==> src/source/qtable_config.svh <==
`ifndef QTABLE_CONFIG_SVH
`define QTABLE_CONFIG_SVH

// queue table geometry
`define QT_NB_QUEUES        4
`define QT_APP_IDX_WIDTH    2

// host register port
`define QT_PCIE_ADDR_WIDTH  16
// page index starts here in the host address
`define QT_PAGE_LSB         12
`define QT_REG_SIZE         4

// word positions within a queue page
`define QT_WORD_TAIL        0
`define QT_WORD_HEAD        1
`define QT_WORD_L_ADDR      2
`define QT_WORD_H_ADDR      3

// cpu to fpga registers, word 5 reads as zero
`define QT_WORD_C2F_TAIL    4
`define QT_WORD_C2F_KMEM_LO 6
`define QT_WORD_C2F_KMEM_HI 7

// cycles from rd_en to rd_data
`define QT_BRAM_READ_LATENCY 2

`endif

==> src/source/qtable_pkg.sv <==
`default_nettype none
`include "qtable_config.svh"

package qtable_pkg;

    typedef logic [`QT_APP_IDX_WIDTH-1:0] queue_idx_t;
    typedef logic [31:0] reg_word_t;
    typedef logic [63:0] kmem_addr_t;

    typedef logic [`QT_PCIE_ADDR_WIDTH-1:0] host_addr_t;
    typedef logic [511:0] host_data_t;
    typedef logic [63:0] host_be_t;

    // one bit or one word per table field
    typedef logic [3:0] field_mask_t;
    typedef logic [127:0] field_words_t;

    typedef enum logic [1:0] {
        TAILS,
        HEADS,
        L_ADDRS,
        H_ADDRS
    } table_field_t;

    typedef enum logic [2:0] {
        IDLE,
        BRAM_DELAY_1,
        BRAM_DELAY_2,
        SWITCH_QUEUE,
        WAIT_DMA
    } loader_state_t;

endpackage

`default_nettype wire

==> src/source/qtable_port_if.sv <==
`timescale 1ns/1ns
`default_nettype none

// one port of a queue table memory
interface qtable_port_if;
    import qtable_pkg::*;

    queue_idx_t addr;
    reg_word_t  wr_data;
    logic       wr_en;
    logic       rd_en;
    // valid QT_BRAM_READ_LATENCY cycles after rd_en
    reg_word_t  rd_data;

    modport requester (
        output addr,
        output wr_data,
        output wr_en,
        output rd_en,
        input  rd_data
    );

    modport memory (
        input  addr,
        input  wr_data,
        input  wr_en,
        input  rd_en,
        output rd_data
    );
endinterface

`default_nettype wire

==> src/source/host_port_arbiter.sv <==
`timescale 1ns/1ns
`default_nettype none
`include "qtable_config.svh"

module host_port_arbiter (
    input  wire                          pcie_clk,
    input  wire                          pcie_reset_n,
    input  wire qtable_pkg::host_addr_t  pcie_address_0,
    input  wire                          pcie_write_0,
    input  wire                          pcie_read_0,
    input  wire qtable_pkg::host_data_t  pcie_writedata_0,
    input  wire qtable_pkg::host_be_t    pcie_byteenable_0,
    output qtable_pkg::host_data_t       pcie_readdata_0,
    output logic                         pcie_readdatavalid_0,
    output qtable_pkg::field_mask_t      host_update_mask,
    output qtable_pkg::queue_idx_t       host_update_queue,
    output qtable_pkg::field_words_t     host_update_words,
    qtable_port_if.requester             tails_b,
    qtable_port_if.requester             heads_b,
    qtable_port_if.requester             l_addrs_b,
    qtable_port_if.requester             h_addrs_b
);
    import qtable_pkg::*;

    queue_idx_t page_idx;
    logic [7:0] word_full;
    queue_idx_t port_addr;
    logic       rd_pending;
    queue_idx_t rd_page;
    logic       rd_en_q;
    logic [`QT_BRAM_READ_LATENCY-1:0] rd_vld_q;
    reg_word_t  c2f_tail;
    kmem_addr_t c2f_kmem_addr;

    assign page_idx = pcie_address_0[`QT_PAGE_LSB +: `QT_APP_IDX_WIDTH];

    // a word counts only when all four of its bytes are enabled
    for (genvar i = 0; i < 8; i++) begin : g_full
        assign word_full[i] = &pcie_byteenable_0[i*`QT_REG_SIZE +: `QT_REG_SIZE];
    end

    // writes win port b, a pending read waits for a write-free cycle
    always_ff @(posedge pcie_clk) begin
        if (!pcie_reset_n) begin
            host_update_mask <= '0;
            rd_pending <= 1'b0;
            rd_en_q <= 1'b0;
            rd_vld_q <= '0;
            c2f_tail <= '0;
            c2f_kmem_addr <= '0;
        end else begin
            host_update_mask <= '0;
            rd_en_q <= 1'b0;
            rd_vld_q <= {rd_vld_q[`QT_BRAM_READ_LATENCY-2:0], rd_en_q};
            if (pcie_write_0) begin
                host_update_mask[TAILS] <= word_full[`QT_WORD_TAIL];
                host_update_mask[HEADS] <= word_full[`QT_WORD_HEAD];
                host_update_mask[L_ADDRS] <= word_full[`QT_WORD_L_ADDR];
                host_update_mask[H_ADDRS] <= word_full[`QT_WORD_H_ADDR];
                if (word_full[`QT_WORD_C2F_TAIL]) begin
                    c2f_tail <= pcie_writedata_0[`QT_WORD_C2F_TAIL*32 +: 32];
                end
                if (word_full[`QT_WORD_C2F_KMEM_LO]) begin
                    c2f_kmem_addr[31:0] <= pcie_writedata_0[`QT_WORD_C2F_KMEM_LO*32 +: 32];
                end
                if (word_full[`QT_WORD_C2F_KMEM_HI]) begin
                    c2f_kmem_addr[63:32] <= pcie_writedata_0[`QT_WORD_C2F_KMEM_HI*32 +: 32];
                end
            end else if (rd_pending) begin
                rd_en_q <= 1'b1;
                rd_pending <= 1'b0;
            end
            if (pcie_read_0) begin
                rd_pending <= 1'b1;
            end
        end
    end

    always_ff @(posedge pcie_clk) begin
        if (pcie_write_0) begin
            host_update_queue <= page_idx;
            host_update_words <= pcie_writedata_0[$bits(field_words_t)-1:0];
        end
        if (pcie_read_0) begin
            rd_page <= page_idx;
        end
    end

    assign port_addr = rd_en_q ? rd_page : host_update_queue;

    assign tails_b.addr = port_addr;
    assign heads_b.addr = port_addr;
    assign l_addrs_b.addr = port_addr;
    assign h_addrs_b.addr = port_addr;

    // tails belong to the loader
    assign tails_b.wr_en = 1'b0;
    assign tails_b.wr_data = '0;
    assign heads_b.wr_en = host_update_mask[HEADS];
    assign heads_b.wr_data = host_update_words[32*HEADS +: 32];
    assign l_addrs_b.wr_en = host_update_mask[L_ADDRS];
    assign l_addrs_b.wr_data = host_update_words[32*L_ADDRS +: 32];
    assign h_addrs_b.wr_en = host_update_mask[H_ADDRS];
    assign h_addrs_b.wr_data = host_update_words[32*H_ADDRS +: 32];

    assign tails_b.rd_en = rd_en_q;
    assign heads_b.rd_en = rd_en_q;
    assign l_addrs_b.rd_en = rd_en_q;
    assign h_addrs_b.rd_en = rd_en_q;

    // response line, unused words stay zero
    always_comb begin
        pcie_readdata_0 = '0;
        pcie_readdata_0[`QT_WORD_TAIL*32 +: 32] = tails_b.rd_data;
        pcie_readdata_0[`QT_WORD_HEAD*32 +: 32] = heads_b.rd_data;
        pcie_readdata_0[`QT_WORD_L_ADDR*32 +: 32] = l_addrs_b.rd_data;
        pcie_readdata_0[`QT_WORD_H_ADDR*32 +: 32] = h_addrs_b.rd_data;
        pcie_readdata_0[`QT_WORD_C2F_TAIL*32 +: 32] = c2f_tail;
        pcie_readdata_0[`QT_WORD_C2F_KMEM_LO*32 +: 32] = c2f_kmem_addr[31:0];
        pcie_readdata_0[`QT_WORD_C2F_KMEM_HI*32 +: 32] = c2f_kmem_addr[63:32];
    end

    assign pcie_readdatavalid_0 = rd_vld_q[`QT_BRAM_READ_LATENCY-1];

    assert property (@(posedge pcie_clk) disable iff (!pcie_reset_n)
        rd_en_q |-> !(heads_b.wr_en || l_addrs_b.wr_en || h_addrs_b.wr_en))
        else $error("host_port_arbiter: port b read and write in one cycle");

    // host keeps at most one read outstanding
    assert property (@(posedge pcie_clk) disable iff (!pcie_reset_n)
        pcie_read_0 |-> !rd_pending)
        else $error("host_port_arbiter: read while another is pending");
endmodule

`default_nettype wire

==> src/source/pcie_queue_top.sv <==
`timescale 1ns/1ns
`default_nettype none

module pcie_queue_top (
    input  wire                          pcie_clk,
    input  wire                          pcie_reset_n,
    input  wire qtable_pkg::host_addr_t  pcie_address_0,
    input  wire                          pcie_write_0,
    input  wire                          pcie_read_0,
    input  wire qtable_pkg::host_data_t  pcie_writedata_0,
    input  wire qtable_pkg::host_be_t    pcie_byteenable_0,
    output qtable_pkg::host_data_t       pcie_readdata_0,
    output logic                         pcie_readdatavalid_0,
    input  wire                          dma_start,
    input  wire qtable_pkg::queue_idx_t  dma_queue,
    input  wire                          dma_done,
    input  wire qtable_pkg::reg_word_t   new_tail,
    output logic                         f2c_queue_ready,
    output qtable_pkg::reg_word_t        f2c_head,
    output qtable_pkg::reg_word_t        f2c_tail,
    output qtable_pkg::kmem_addr_t       f2c_kmem_addr
);
    import qtable_pkg::*;

    field_mask_t  host_update_mask;
    queue_idx_t   host_update_queue;
    field_words_t host_update_words;

    // port a serves the loader, port b the host
    qtable_port_if tails_a ();
    qtable_port_if heads_a ();
    qtable_port_if l_addrs_a ();
    qtable_port_if h_addrs_a ();
    qtable_port_if tails_b ();
    qtable_port_if heads_b ();
    qtable_port_if l_addrs_b ();
    qtable_port_if h_addrs_b ();

    host_port_arbiter u_arbiter (
        .pcie_clk             (pcie_clk),
        .pcie_reset_n         (pcie_reset_n),
        .pcie_address_0       (pcie_address_0),
        .pcie_write_0         (pcie_write_0),
        .pcie_read_0          (pcie_read_0),
        .pcie_writedata_0     (pcie_writedata_0),
        .pcie_byteenable_0    (pcie_byteenable_0),
        .pcie_readdata_0      (pcie_readdata_0),
        .pcie_readdatavalid_0 (pcie_readdatavalid_0),
        .host_update_mask     (host_update_mask),
        .host_update_queue    (host_update_queue),
        .host_update_words    (host_update_words),
        .tails_b              (tails_b),
        .heads_b              (heads_b),
        .l_addrs_b            (l_addrs_b),
        .h_addrs_b            (h_addrs_b)
    );

    queue_context_loader u_loader (
        .pcie_clk          (pcie_clk),
        .pcie_reset_n      (pcie_reset_n),
        .dma_start         (dma_start),
        .dma_queue         (dma_queue),
        .dma_done          (dma_done),
        .new_tail          (new_tail),
        .host_update_mask  (host_update_mask),
        .host_update_queue (host_update_queue),
        .host_update_words (host_update_words),
        .f2c_queue_ready   (f2c_queue_ready),
        .f2c_head          (f2c_head),
        .f2c_tail          (f2c_tail),
        .f2c_kmem_addr     (f2c_kmem_addr),
        .tails_a           (tails_a),
        .heads_a           (heads_a),
        .l_addrs_a         (l_addrs_a),
        .h_addrs_a         (h_addrs_a)
    );

    qtable_bram q_table_tails (.pcie_clk(pcie_clk), .port_a(tails_a), .port_b(tails_b));
    qtable_bram q_table_heads (.pcie_clk(pcie_clk), .port_a(heads_a), .port_b(heads_b));
    qtable_bram q_table_l_addrs (.pcie_clk(pcie_clk), .port_a(l_addrs_a), .port_b(l_addrs_b));
    qtable_bram q_table_h_addrs (.pcie_clk(pcie_clk), .port_a(h_addrs_a), .port_b(h_addrs_b));
endmodule

`default_nettype wire

==> src/source/qtable_bram.sv <==
`timescale 1ns/1ns
`default_nettype none
`include "qtable_config.svh"

module qtable_bram (
    input wire            pcie_clk,
    qtable_port_if.memory port_a,
    qtable_port_if.memory port_b
);
    import qtable_pkg::*;

    reg_word_t mem [`QT_NB_QUEUES];
    reg_word_t a_stage1;
    reg_word_t a_stage2;
    reg_word_t b_stage1;
    reg_word_t b_stage2;

    always_ff @(posedge pcie_clk) begin
        if (port_a.wr_en) begin
            mem[port_a.addr] <= port_a.wr_data;
        end
        if (port_b.wr_en) begin
            mem[port_b.addr] <= port_b.wr_data;
        end
    end

    // two output stages per port, old data on a same-cycle write
    always_ff @(posedge pcie_clk) begin
        if (port_a.rd_en) begin
            a_stage1 <= mem[port_a.addr];
        end
        if (port_b.rd_en) begin
            b_stage1 <= mem[port_b.addr];
        end
        a_stage2 <= a_stage1;
        b_stage2 <= b_stage1;
    end

    assign port_a.rd_data = a_stage2;
    assign port_b.rd_data = b_stage2;

    // loader and host side never write the same word together
    assert property (@(posedge pcie_clk)
        !(port_a.wr_en && port_b.wr_en && port_a.addr == port_b.addr))
        else $error("qtable_bram: write collision on both ports");
endmodule

`default_nettype wire

==> src/source/queue_context_loader.sv <==
`timescale 1ns/1ns
`default_nettype none

module queue_context_loader (
    input  wire                          pcie_clk,
    input  wire                          pcie_reset_n,
    input  wire                          dma_start,
    input  wire qtable_pkg::queue_idx_t  dma_queue,
    input  wire                          dma_done,
    input  wire qtable_pkg::reg_word_t   new_tail,
    input  wire qtable_pkg::field_mask_t host_update_mask,
    input  wire qtable_pkg::queue_idx_t  host_update_queue,
    input  wire qtable_pkg::field_words_t host_update_words,
    output logic                         f2c_queue_ready,
    output qtable_pkg::reg_word_t        f2c_head,
    output qtable_pkg::reg_word_t        f2c_tail,
    output qtable_pkg::kmem_addr_t       f2c_kmem_addr,
    qtable_port_if.requester             tails_a,
    qtable_port_if.requester             heads_a,
    qtable_port_if.requester             l_addrs_a,
    qtable_port_if.requester             h_addrs_a
);
    import qtable_pkg::*;

    loader_state_t state;
    logic          queue_valid;
    queue_idx_t    active_queue;
    logic          rd_en_q;
    logic          tail_wr_en;
    // fields rewritten by the host since the memory read went out
    field_mask_t   fresh;
    field_mask_t   upd_hit;
    reg_word_t     upd_tail;
    reg_word_t     upd_head;
    reg_word_t     upd_lo;
    reg_word_t     upd_hi;

    assign upd_hit = (queue_valid && host_update_queue == active_queue) ?
        host_update_mask : '0;

    assign upd_tail = host_update_words[32*TAILS +: 32];
    assign upd_head = host_update_words[32*HEADS +: 32];
    assign upd_lo = host_update_words[32*L_ADDRS +: 32];
    assign upd_hi = host_update_words[32*H_ADDRS +: 32];

    always_ff @(posedge pcie_clk) begin
        if (!pcie_reset_n) begin
            state <= IDLE;
            queue_valid <= 1'b0;
            fresh <= '0;
            rd_en_q <= 1'b0;
            tail_wr_en <= 1'b0;
            f2c_queue_ready <= 1'b0;
            f2c_head <= '0;
            f2c_tail <= '0;
            f2c_kmem_addr <= '0;
        end else begin
            rd_en_q <= 1'b0;
            tail_wr_en <= 1'b0;
            f2c_queue_ready <= 1'b0;
            fresh <= fresh | upd_hit;

            // live host updates of the active queue
            if (upd_hit[TAILS]) begin
                f2c_tail <= upd_tail;
            end
            if (upd_hit[HEADS]) begin
                f2c_head <= upd_head;
            end
            if (upd_hit[L_ADDRS]) begin
                f2c_kmem_addr[31:0] <= upd_lo;
            end
            if (upd_hit[H_ADDRS]) begin
                f2c_kmem_addr[63:32] <= upd_hi;
            end

            case (state)
                IDLE: begin
                    if (dma_start) begin
                        active_queue <= dma_queue;
                        queue_valid <= 1'b1;
                        rd_en_q <= 1'b1;
                        fresh <= '0;
                        state <= BRAM_DELAY_1;
                    end
                end
                BRAM_DELAY_1: begin
                    state <= BRAM_DELAY_2;
                end
                BRAM_DELAY_2: begin
                    state <= SWITCH_QUEUE;
                end
                SWITCH_QUEUE: begin
                    // stale memory data never overrides a newer host write
                    if (!(fresh[TAILS] || upd_hit[TAILS])) begin
                        f2c_tail <= tails_a.rd_data;
                    end
                    if (!(fresh[HEADS] || upd_hit[HEADS])) begin
                        f2c_head <= heads_a.rd_data;
                    end
                    if (!(fresh[L_ADDRS] || upd_hit[L_ADDRS])) begin
                        f2c_kmem_addr[31:0] <= l_addrs_a.rd_data;
                    end
                    if (!(fresh[H_ADDRS] || upd_hit[H_ADDRS])) begin
                        f2c_kmem_addr[63:32] <= h_addrs_a.rd_data;
                    end
                    f2c_queue_ready <= 1'b1;
                    state <= WAIT_DMA;
                end
                WAIT_DMA: begin
                    if (dma_done) begin
                        f2c_tail <= new_tail;
                        tail_wr_en <= 1'b1;
                        state <= IDLE;
                    end
                end
                default: begin
                    state <= IDLE;
                end
            endcase
        end
    end

    assign tails_a.addr = active_queue;
    assign heads_a.addr = active_queue;
    assign l_addrs_a.addr = active_queue;
    assign h_addrs_a.addr = active_queue;

    assign tails_a.rd_en = rd_en_q;
    assign heads_a.rd_en = rd_en_q;
    assign l_addrs_a.rd_en = rd_en_q;
    assign h_addrs_a.rd_en = rd_en_q;

    // write back the tail taken from new_tail one cycle earlier
    assign tails_a.wr_en = tail_wr_en;
    assign tails_a.wr_data = f2c_tail;
    assign heads_a.wr_en = 1'b0;
    assign heads_a.wr_data = '0;
    assign l_addrs_a.wr_en = 1'b0;
    assign l_addrs_a.wr_data = '0;
    assign h_addrs_a.wr_en = 1'b0;
    assign h_addrs_a.wr_data = '0;

    assert property (@(posedge pcie_clk) disable iff (!pcie_reset_n)
        $rose(f2c_queue_ready) |-> $past(state) == SWITCH_QUEUE)
        else $error("queue_context_loader: ready raised outside SWITCH_QUEUE");
endmodule

`default_nettype wire
==> config.mk <==
export PLATFORM = sky130hd
export DESIGN_NAME = pcie_queue_top
export DESIGN_NICKNAME = d
export VERILOG_FILES = /design/src/source/qtable_pkg.sv /design/src/source/qtable_port_if.sv /design/src/source/host_port_arbiter.sv /design/src/source/pcie_queue_top.sv /design/src/source/qtable_bram.sv /design/src/source/queue_context_loader.sv
export VERILOG_INCLUDE_DIRS = /design/src /design/src/source
export SDC_FILE = /design/constraint.sdc
export NUM_CORES = 1
export LEC_CHECK = 0
export BUFFER_PORTS_ARGS = -buffer_cell sky130_fd_sc_hd__buf_2
export CAP_MARGIN = 40
export CORE_AREA = 3 3 495 497
export DETAILED_ROUTE_END_ITERATION = 7
export DIE_AREA = 0 0 498 500
export PLACE_DENSITY = 0.43
export SLEW_MARGIN = 10
export SYNTH_ARGS = -nofsm -noshare
export SYNTH_HDL_FRONTEND = slang
export SYNTH_SLANG_ARGS = --single-unit
export TNS_END_PERCENT = 50
==> constraint.sdc <==
create_clock -name pcie_clk -period 8 [get_ports pcie_clk]
set_input_delay 2.4 -clock pcie_clk [delete_from_list [all_inputs] [get_ports pcie_clk]]
set_output_delay 2.4 -clock pcie_clk [all_outputs]
set_load 0.05 [all_outputs]
==> results of run 1 <==
-- power breakdown --
part           total, W  internal, W  switching, W
clock           0.00756      0.00442       0.00314
combinational   0.00120     0.000311      0.000885
sequential      0.00806      0.00793      0.000134
total            0.0168       0.0127       0.00416
-- registers in the layout (all words and copies together), names as in the netlist, 64 cells and up --
name	count
q_table_heads.mem	128
q_table_tails.mem	128
u_arbiter.c2f_kmem_addr	64
q_table_h_addrs.mem	128
u_loader.f2c_kmem_addr	64
u_arbiter.host_update_words	128
q_table_l_addrs.mem	128
-- cells in the final DEF (no fill, tap or decap), types with 5 or more instances in the layout --
cell type / n
buf_8: 5
o31ai_1: 96
buf_4: 59
clkbuf_8: 14
clkinv_2: 34
bufinv_16: 12
conb_1: 288
buf_2: 646
and3_1: 6
a31oi_1: 96
edfxtp_1: 902
clkbuf_1: 39
mux2i_1: 34
clkinvlp_4: 10
a32oi_1: 32
nand2_1: 391
mux4_2: 256
nor2_1: 13
diode_2: 15
o22ai_1: 31
a21oi_1: 101
dfxtp_1: 497
clkinv_1: 16
and3_2: 13
buf_16: 11
clkbuf_16: 168
-- kinds of logic (layout without fill, tap and decap cells) --
group / count (synthesis) / in the layout
buffers and inverters: 468 / 1041
multiplexers: 292 / 292
XOR/XNOR: 3 / 3
flip-flops: 1401 / 1401
other: 1 / 303
AO/OA/AOI/OAI: 362 / 362
AND/OR/NAND/NOR: 456 / 456
-- path summary, 6_finish.rpt --
check / from / endpoint
worst max-delay path: u_loader.f2c_tail[30] / f2c_tail[30]
worst min-delay path: q_table_tails.a_stage1[4] / q_table_tails.port_a.rd_data[4]
worst max register to register: u_arbiter.h_addrs_b.rd_en / q_table_heads.mem[0][9]
worst min register to register: q_table_tails.a_stage1[4] / q_table_tails.port_a.rd_data[4]
-- final cells by class --
type | count | area share [%]
diodes | 15 | 0.06017
clock buffers | 221 | 7.282
clock inverters | 89 | 1.514
inverters | 5 | 0.03409
multi-input cells | 1401 | 18.65
flip-flops and latches | 1401 | 59.44
well taps | 3185 | 6.388
repair buffers | 726 | 6.630
-- per-layer routing --
layer / global-route usage (%) / routed length, µm
met1: 16.09 / 69140
met2: 20.85 / 78070
met3: 3.895 / 11660
met4: 3.711 / 4188
met5: 0 / 261
-- per-stage QoR --
step           hold slack [ns]  cell area [µm²]  setup WS [ns]
3_3_place_gp            0.3237            56420          2.806
5_1_grt                 0.3317            62360          3.869
2_1_floorplan           0.3233            51620          2.457
3_5_place_dp            0.3269            56860          3.536
6_report                0.3245            62390          3.964
4_1_cts                 0.3208            62350          3.873
==> impl_metrics.yaml, run 1 <==
status:
  status: "finished clean"
timing:
  fin_skew_ns: 0.03526
  post-route-period-util_pct: 50.45
  fin_crit_ns: 4.036
  max_slew_margin_pct: 39.19
  setup_tns_ns: 0
  rsz0062_at_grt: "no"
  finalHoldViolCount: 0
  setup_viol: 0
  worst_pin_slew_ns: 0.9122
  clock.fmax_mhz: 247.8
  slew_viol_final: 0
logic_synthesis:
  synth-main-ff-cell: "edfxtp_1"
  synth_edf_count: 902
  synth_cells: 2983
  synth_commonest_cells: "edfxtp_1, dfxtp_1, nand2_1"
  synthSimpleGateAreaFrac_pct: 3.711
  ys_seq_area_share_pct: 73.35
  synth_top_area_share_pct: 53.59
  synth-async-reset-ratio_pct: 0
  yosys.area.top_type: "edfxtp_1"
  synth-seq-cells: 1401
  synth_area_per_cell_um2: 16.94
  synth_cell_types: 43
  syn_area_um2: 50540
  synth_top_family_by_area: "multiplexers"
  synth_most_common_cell: "edfxtp_1"
  synthMuxAreaShare_pct: 12.12
  synth_compound_area_share_pct: 4.738
  synth_xor_area_share_pct: 0.05199
  ys_warn_count: 0
  synthAdderAreaFrac_pct: 0
  netlist_top_cells_area: "edfxtp_1, dfxtp_1, mux4_2"
cells_and_area:
  regArea_um2: 37080
  nNetsFinal: 4332
  drive_gt1_share_pct: 33.31
  area.growth.synth_to_final_pct: 23.43
  final_cells: 7043
  multi_input_area_um2: 11630
  final_util_pct: 25.91
  fill_cells: 24660
clock_tree:
  path_clk_slew_ns: 0.06
  cts_hold_buffers: 0
  clock_path_buffers: 3
  cts_root_buffer: "clkbuf_16"
  numCtsBuffers: 165
  worstSkewPairLatency_ns: 0.79
  cts.sinks: 1401
  cts_resized: 0
  cts_tree: "built"
  cts_htree_levels: 4
  cts_setup_buffers: 0
place:
  dp_hpwl_mm: 106.9
  dp_cells: 6718
  numPortBuffers: 647
  globalplace.congestion: 0.7975
critical_path:
  cp.depth: 1
  crit_path_max_incr_delay_ns: 0.52
  path_buf_inv: 1
  crit_slowest_cell: "dfxtp_1"
  worstSetupPathType: "flip-flop to primary output"
  required_ns: 5.60
  crit_path_max_fanout: 6
  critical_path.top_delay_family: "flip-flops"
  start_kind: "flip-flop"
  rr_worst_depth: 6
  endpoint_kind: "primary output"
  cp.arrival_ns: 1.64
  worstPathCellList: "buf_2"
  r2r_slack_ns: 4.99
routing:
  wl_per_cell_um: 23.19
  drtPass1Iterations: 5
  drc_errors: 0
  vias_per_cell: 3.945
  first_iter_violations: 1624
  wirelength_mm: 163.3
  ant_nets: 0
  via_count: 27790
worst_hold_path:
  whs_path_depth: 0
  hold_path_class: "flip-flop to flip-flop"
floorplan:
  io_pins: 1274
  num_rows: 180
  start_util_pct: 20.99
  core_um2: 240800
  die_w_um: 498
  die_h_um: 500
  dieArea_um2: 249000
grt:
  grt_pass1_wl_mm: 224.7
  grt_pass1_vias: 27890
  grt_max_degree: 61
  grtUsageTotal_pct: 12.71
  grt-ovfl-total: 0
  antenna_found_initial: 56
flow_run:
  maxCapViolations: 0
power:
  p_per_area_nw_per_um2: 269.6
  power_w: 0.01682
  p_leak_nw: 22.00
  ir_worst_vdd_mv: 0.1531
Note: power is estimated with default switching activity, not from simulation.
==> inputs of run 2 (changes only) <==
--- a/config.mk
+++ b/config.mk
@@ -11,7 +11,7 @@
 export CORE_AREA = 3 3 495 497
 export DETAILED_ROUTE_END_ITERATION = 7
 export DIE_AREA = 0 0 498 500
-export PLACE_DENSITY = 0.43
+export PLACE_DENSITY = 0.45
 export SLEW_MARGIN = 10
 export SYNTH_ARGS = -nofsm -noshare
 export SYNTH_HDL_FRONTEND = slang
==> constraint.sdc (replaced) <==
create_clock -name pcie_clk -period 3.5 [get_ports pcie_clk]
set_input_delay 1.05 -clock pcie_clk [delete_from_list [all_inputs] [get_ports pcie_clk]]
set_output_delay 1.05 -clock pcie_clk [all_outputs]
set_load 0.05 [all_outputs]
==> impl_metrics.yaml, run 2 (synthesized netlist as in run 1, its figures left out) <==
power:
  p_leak_nw: 22.09
  combPwrFrac_pct: 7.1
  clockPowerShare_pct: 45.3
  switchingPower_w: 0.009501
  intPower_w: 0.02922
  power_w: 0.03873
  pwr-share-seq_pct: 47.6
  ir_worst_vdd_mv: 0.3963
  swShare_pct: 24.54
  p_per_area_nw_per_um2: 619.4
clock_tree:
  clock_path_buffers: 3
  cts_tree: "built"
  cts_resized: 0
  cts.sinks: 1401
  numCtsBuffers: 166
  path_clk_slew_ns: 0.06
  cts_setup_buffers: 0
  worstSkewPairLatency_ns: 0.79
  cts_hold_buffers: 0
  cts_htree_levels: 4
  cts_root_buffer: "clkbuf_16"
grt:
  grt_max_degree: 124
  grt_pass1_vias: 27980
  grtUsageTotal_pct: 12.58
  grt_pass1_wl_mm: 221.7
  antenna_found_initial: 55
  grt-ovfl-total: 0
place:
  placed_area_um2: 56860
  dp_hpwl_mm: 107.3
  globalplace.congestion: 0.8344
  numPortBuffers: 647
timing:
  fin_crit_ns: 2.662
  post-route-period-util_pct: 76.07
  clock.fmax_mhz: 375.6
  fin_skew_ns: 0.04617
  rsz0062_at_grt: "no"
  finalHoldViolCount: 0
  max_slew_margin_pct: 42.75
  slew_viol_final: 0
  setup_tns_ns: 0
  worst_pin_slew_ns: 0.8587
  setup_viol: 0
  whs_ns: 0.3224
routing:
  drtPass1Iterations: 5
  wirelength_mm: 162.2
  first_iter_violations: 2000
  drc_errors: 0
  vias_per_cell: 3.965
  ant_nets: 0
  via_count: 27970
  wl_per_cell_um: 23.00
critical_path:
  critical_path.top_delay_family: "flip-flops"
  path_buf_inv: 1
  required_ns: 2.45
  crit_path_max_fanout: 6
  cp.arrival_ns: 1.61
  endpoint_kind: "primary output"
  worstPathCellList: "buf_2"
  crit_path_max_incr_delay_ns: 0.50
  start_kind: "flip-flop"
  crit_slowest_cell: "dfxtp_1"
  worstSetupPathType: "flip-flop to primary output"
cells_and_area:
  design_area_um2: 62520
  area.growth.synth_to_final_pct: 23.70
  nNetsFinal: 4341
  layout_common_cells: "edfxtp_1, buf_2, dfxtp_1"
  final_util_pct: 25.97
  drive_gt1_share_pct: 33.34
  fill_cells: 24680
  final_common_cell: "edfxtp_1"
flow_run:
  maxCapViolations: 0
floorplan:
  io_pins: 1274
  core_um2: 240800
  num_rows: 180
  die_w_um: 498
  dieArea_um2: 249000
  start_util_pct: 20.99
  die_h_um: 500
status:
  status: "finished clean"
worst_hold_path:
  hold_path_class: "flip-flop to flip-flop"
run 2: changes by cell type in the layout (fill, tap and decap cells not counted), sizes merged:
cell / change
clkbuf: +24
buf: +8
clkinvlp: -6
clkinv: -15
bufinv: -2
inv: +2
run 2: final timing paths:
check                           slack [ns]                         start                                  to  depth (start not counted)
worst max register to register        1.02          u_loader.queue_valid               u_loader.f2c_head[12]                          5
worst min register to register        0.32  q_table_l_addrs.b_stage1[13]  q_table_l_addrs.port_b.rd_data[13]                          0
worst max-delay path                  0.84          u_loader.f2c_tail[5]                         f2c_tail[5]                          1
worst min-delay path                  0.32  q_table_l_addrs.b_stage1[13]  q_table_l_addrs.port_b.rd_data[13]                          0
run 2: metrics by stage:
step	setup WS (ns)	cells
final	0.8376	7054
after global routing	0.6856	7046
after CTS	0.6728	7038
after detailed placement	0.8614	6725
after global placement	0.9030	6725
after floorplan	-0.3125	3270
run 2: cell type report:
type / instances / area (µm²) / share of cell area (%)
inverters: 5 / 21.27 / 0.03402
repair buffers: 734 / 4165 / 6.662
well taps: 3185 / 3985 / 6.374
clock inverters: 68 / 769.5 / 1.231
flip-flops and latches: 1401 / 37080 / 59.31
diodes: 15 / 37.54 / 0.06004
clock buffers: 245 / 4830 / 7.725
multi-input cells: 1401 / 11630 / 18.60
run 2: worst register-to-register path, cell delays in order, from the launching register on:
cell     delay (ns)
dfxtp_1        0.56
nand2_1        0.26
or3_2          0.50
nand3_2        0.57
buf_4          0.35
a31oi_1        0.11
run 2: per-layer routing:
layer	vias to the layer above	wire, µm	track usage [%]
li1	12320	-	-
met1	14220	68950	16.02
met2	1139	76420	20.28
met3	260	12600	4.095
met4	30	4071	3.775
met5	-	194	0
run 2: power groups by stage:
stage	logic [W]	clock network, W	registers [W]
6_report	0.00274	0.0175	0.0185
3_5_place_dp	0.00280	0	0.0188
5_1_grt	0.00291	0.0188	0.0185
3_3_place_gp	0.00281	0	0.0188
4_1_cts	0.00281	0.0182	0.0185
2_1_floorplan	0.00175	0	0.0191
==> inputs of run 3 (changes only) <==
--- a/config.mk
+++ b/config.mk
@@ -11,7 +11,7 @@
 export CORE_AREA = 3 3 495 497
 export DETAILED_ROUTE_END_ITERATION = 7
 export DIE_AREA = 0 0 498 500
-export PLACE_DENSITY = 0.45
+export PLACE_DENSITY = 0.43
 export SLEW_MARGIN = 10
 export SYNTH_ARGS = -nofsm -noshare
 export SYNTH_HDL_FRONTEND = slang
==> constraint.sdc (replaced) <==
create_clock -name pcie_clk -period 2.7 [get_ports pcie_clk]
set_input_delay 0.81 -clock pcie_clk [delete_from_list [all_inputs] [get_ports pcie_clk]]
set_output_delay 0.81 -clock pcie_clk [all_outputs]
set_load 0.05 [all_outputs]
==> impl_metrics.yaml, run 3 (synthesized netlist as in run 1, its figures left out) <==
routing:
  vias_per_cell: 3.922
  drc_errors: 0
  via_count: 27680
  drtPass1Iterations: 8
  ant_nets: 0
  first_iter_violations: 1687
  wl_per_cell_um: 21.97
  wirelength_mm: 155.1
clock_tree:
  cts_hold_buffers: 0
  numCtsBuffers: 162
  cts_root_buffer: "clkbuf_16"
  clock_path_buffers: 3
  worstSkewPairLatency_ns: 0.80
  cts_setup_buffers: 0
  cts_tree: "built"
  path_clk_slew_ns: 0.06
  cts_resized: 0
  cts_htree_levels: 4
  cts.sinks: 1401
cells_and_area:
  drive_gt1_share_pct: 33.65
  final_util_pct: 26.08
  final_common_cell: "edfxtp_1"
  area.growth.synth_to_final_pct: 24.21
  layout_common_cells: "edfxtp_1, buf_2, dfxtp_1"
  fill_cells: 24630
  nNetsFinal: 4359
  final_cells: 7058
critical_path:
  start_kind: "flip-flop"
  setup.worst_path.start: "u_loader.f2c_tail[28]"
  crit_path_max_incr_delay_ns: 0.54
  crit_slowest_cell: "dfxtp_1"
  path_buf_inv: 1
  worstSetupPathType: "flip-flop to primary output"
  crit_path_max_fanout: 6
  endpoint_kind: "primary output"
  cp.arrival_ns: 1.67
  rr_startpoint: "u_loader.h_addrs_a.addr[0]"
  r2r_slack_ns: 0.31
  required_ns: 1.89
  worstPathCellList: "buf_2"
  critical_path.top_delay_family: "flip-flops"
place:
  dp_cells: 6748
  numPortBuffers: 647
  globalplace.congestion: 0.7503
  dp_hpwl_mm: 102.7
floorplan:
  start_util_pct: 20.99
  dieArea_um2: 249000
  num_rows: 180
  io_pins: 1274
  core_um2: 240800
  die_h_um: 500
  die_w_um: 498
power:
  ir_worst_vdd_mv: 0.4928
  p_leak_nw: 22.16
  p_per_area_nw_per_um2: 788.0
grt:
  grt_max_degree: 83
  grt-ovfl-total: 0
  grt_pass1_vias: 28230
  grt_pass1_wl_mm: 216.0
  antenna_found_initial: 25
  grtUsageTotal_pct: 12.11
timing:
  fin_skew_ns: 0.04970
  clock.fmax_mhz: 402.8
  post-route-period-util_pct: 91.94
  worst_pin_slew_ns: 0.7642
  slew_viol_final: 0
  max_slew_margin_pct: 49.05
  fin_crit_ns: 2.482
  setup_viol: 0
  setup_tns_ns: 0
  finalHoldViolCount: 0
  rsz0062_at_grt: "no"
worst_hold_path:
  holdCritStartpoint: "pcie_writedata_0[11]"
  hold_path_class: "input port to flip-flop"
status:
  status: "finished clean"
flow_run:
  maxCapViolations: 0
==> run 3: changes by cell type in the layout (fill, tap and decap cells not counted), sizes merged <==
cell,before,now
buf,734,755
bufinv,10,9
clkbuf,245,222
clkinv,45,58
diode,15,7
inv,14,16
==> run 3: layout make-up <==
type / instances / area (µm²) / share of cell area [%]
clock buffers: 221 / 4511 / 7.185
inverters: 5 / 21.27 / 0.03388
repair buffers: 756 / 4642 / 7.394
multi-input cells: 1401 / 11670 / 18.59
well taps: 3185 / 3985 / 6.348
flip-flops and latches: 1401 / 37080 / 59.07
diodes: 7 / 17.52 / 0.02790
clock inverters: 82 / 849.6 / 1.353
==> run 3: where the power goes <==
part | switching, W | internal, W
logic | 0.00262 | 0.000971
registers | 0.000430 | 0.0235
clock network | 0.00925 | 0.0127
==> run 3: final timing paths <==
| path | to | cells after the start |
|---|---|---|
| max | f2c_tail[28] | 1 |
| min | u_arbiter.host_update_words[11] | 1 |
| min reg2reg | q_table_heads.port_b.rd_data[0] | 0 |
| max reg2reg | u_loader.f2c_tail[17] | 5 |
==> run 3: metrics by stage <==
stage	instance area [µm²]	total power [W]	worst slack (ns)	hold slack, ns
after floorplan	51750	0.02704	-0.8735	0.3233
after global placement	57380	0.02806	0.3153	0.3233
after detailed placement	57400	0.02807	0.2611	0.3269
after CTS	62760	0.05047	0.1218	0.07586
after global routing	62770	0.05146	0.1147	0.1039
final	62780	0.04947	0.2177	0.1838
==> run 3: routing by layer <==
metal / vias to the layer above / track usage (%) / wire (µm)
met3: 227 / 3.362 / 10470
met2: 970 / 20.76 / 76950
met4: 8 / 3.097 / 3250
met1: 14130 / 14.99 / 64350
li1: 12350 / - / -
met5: - / 0 / 57
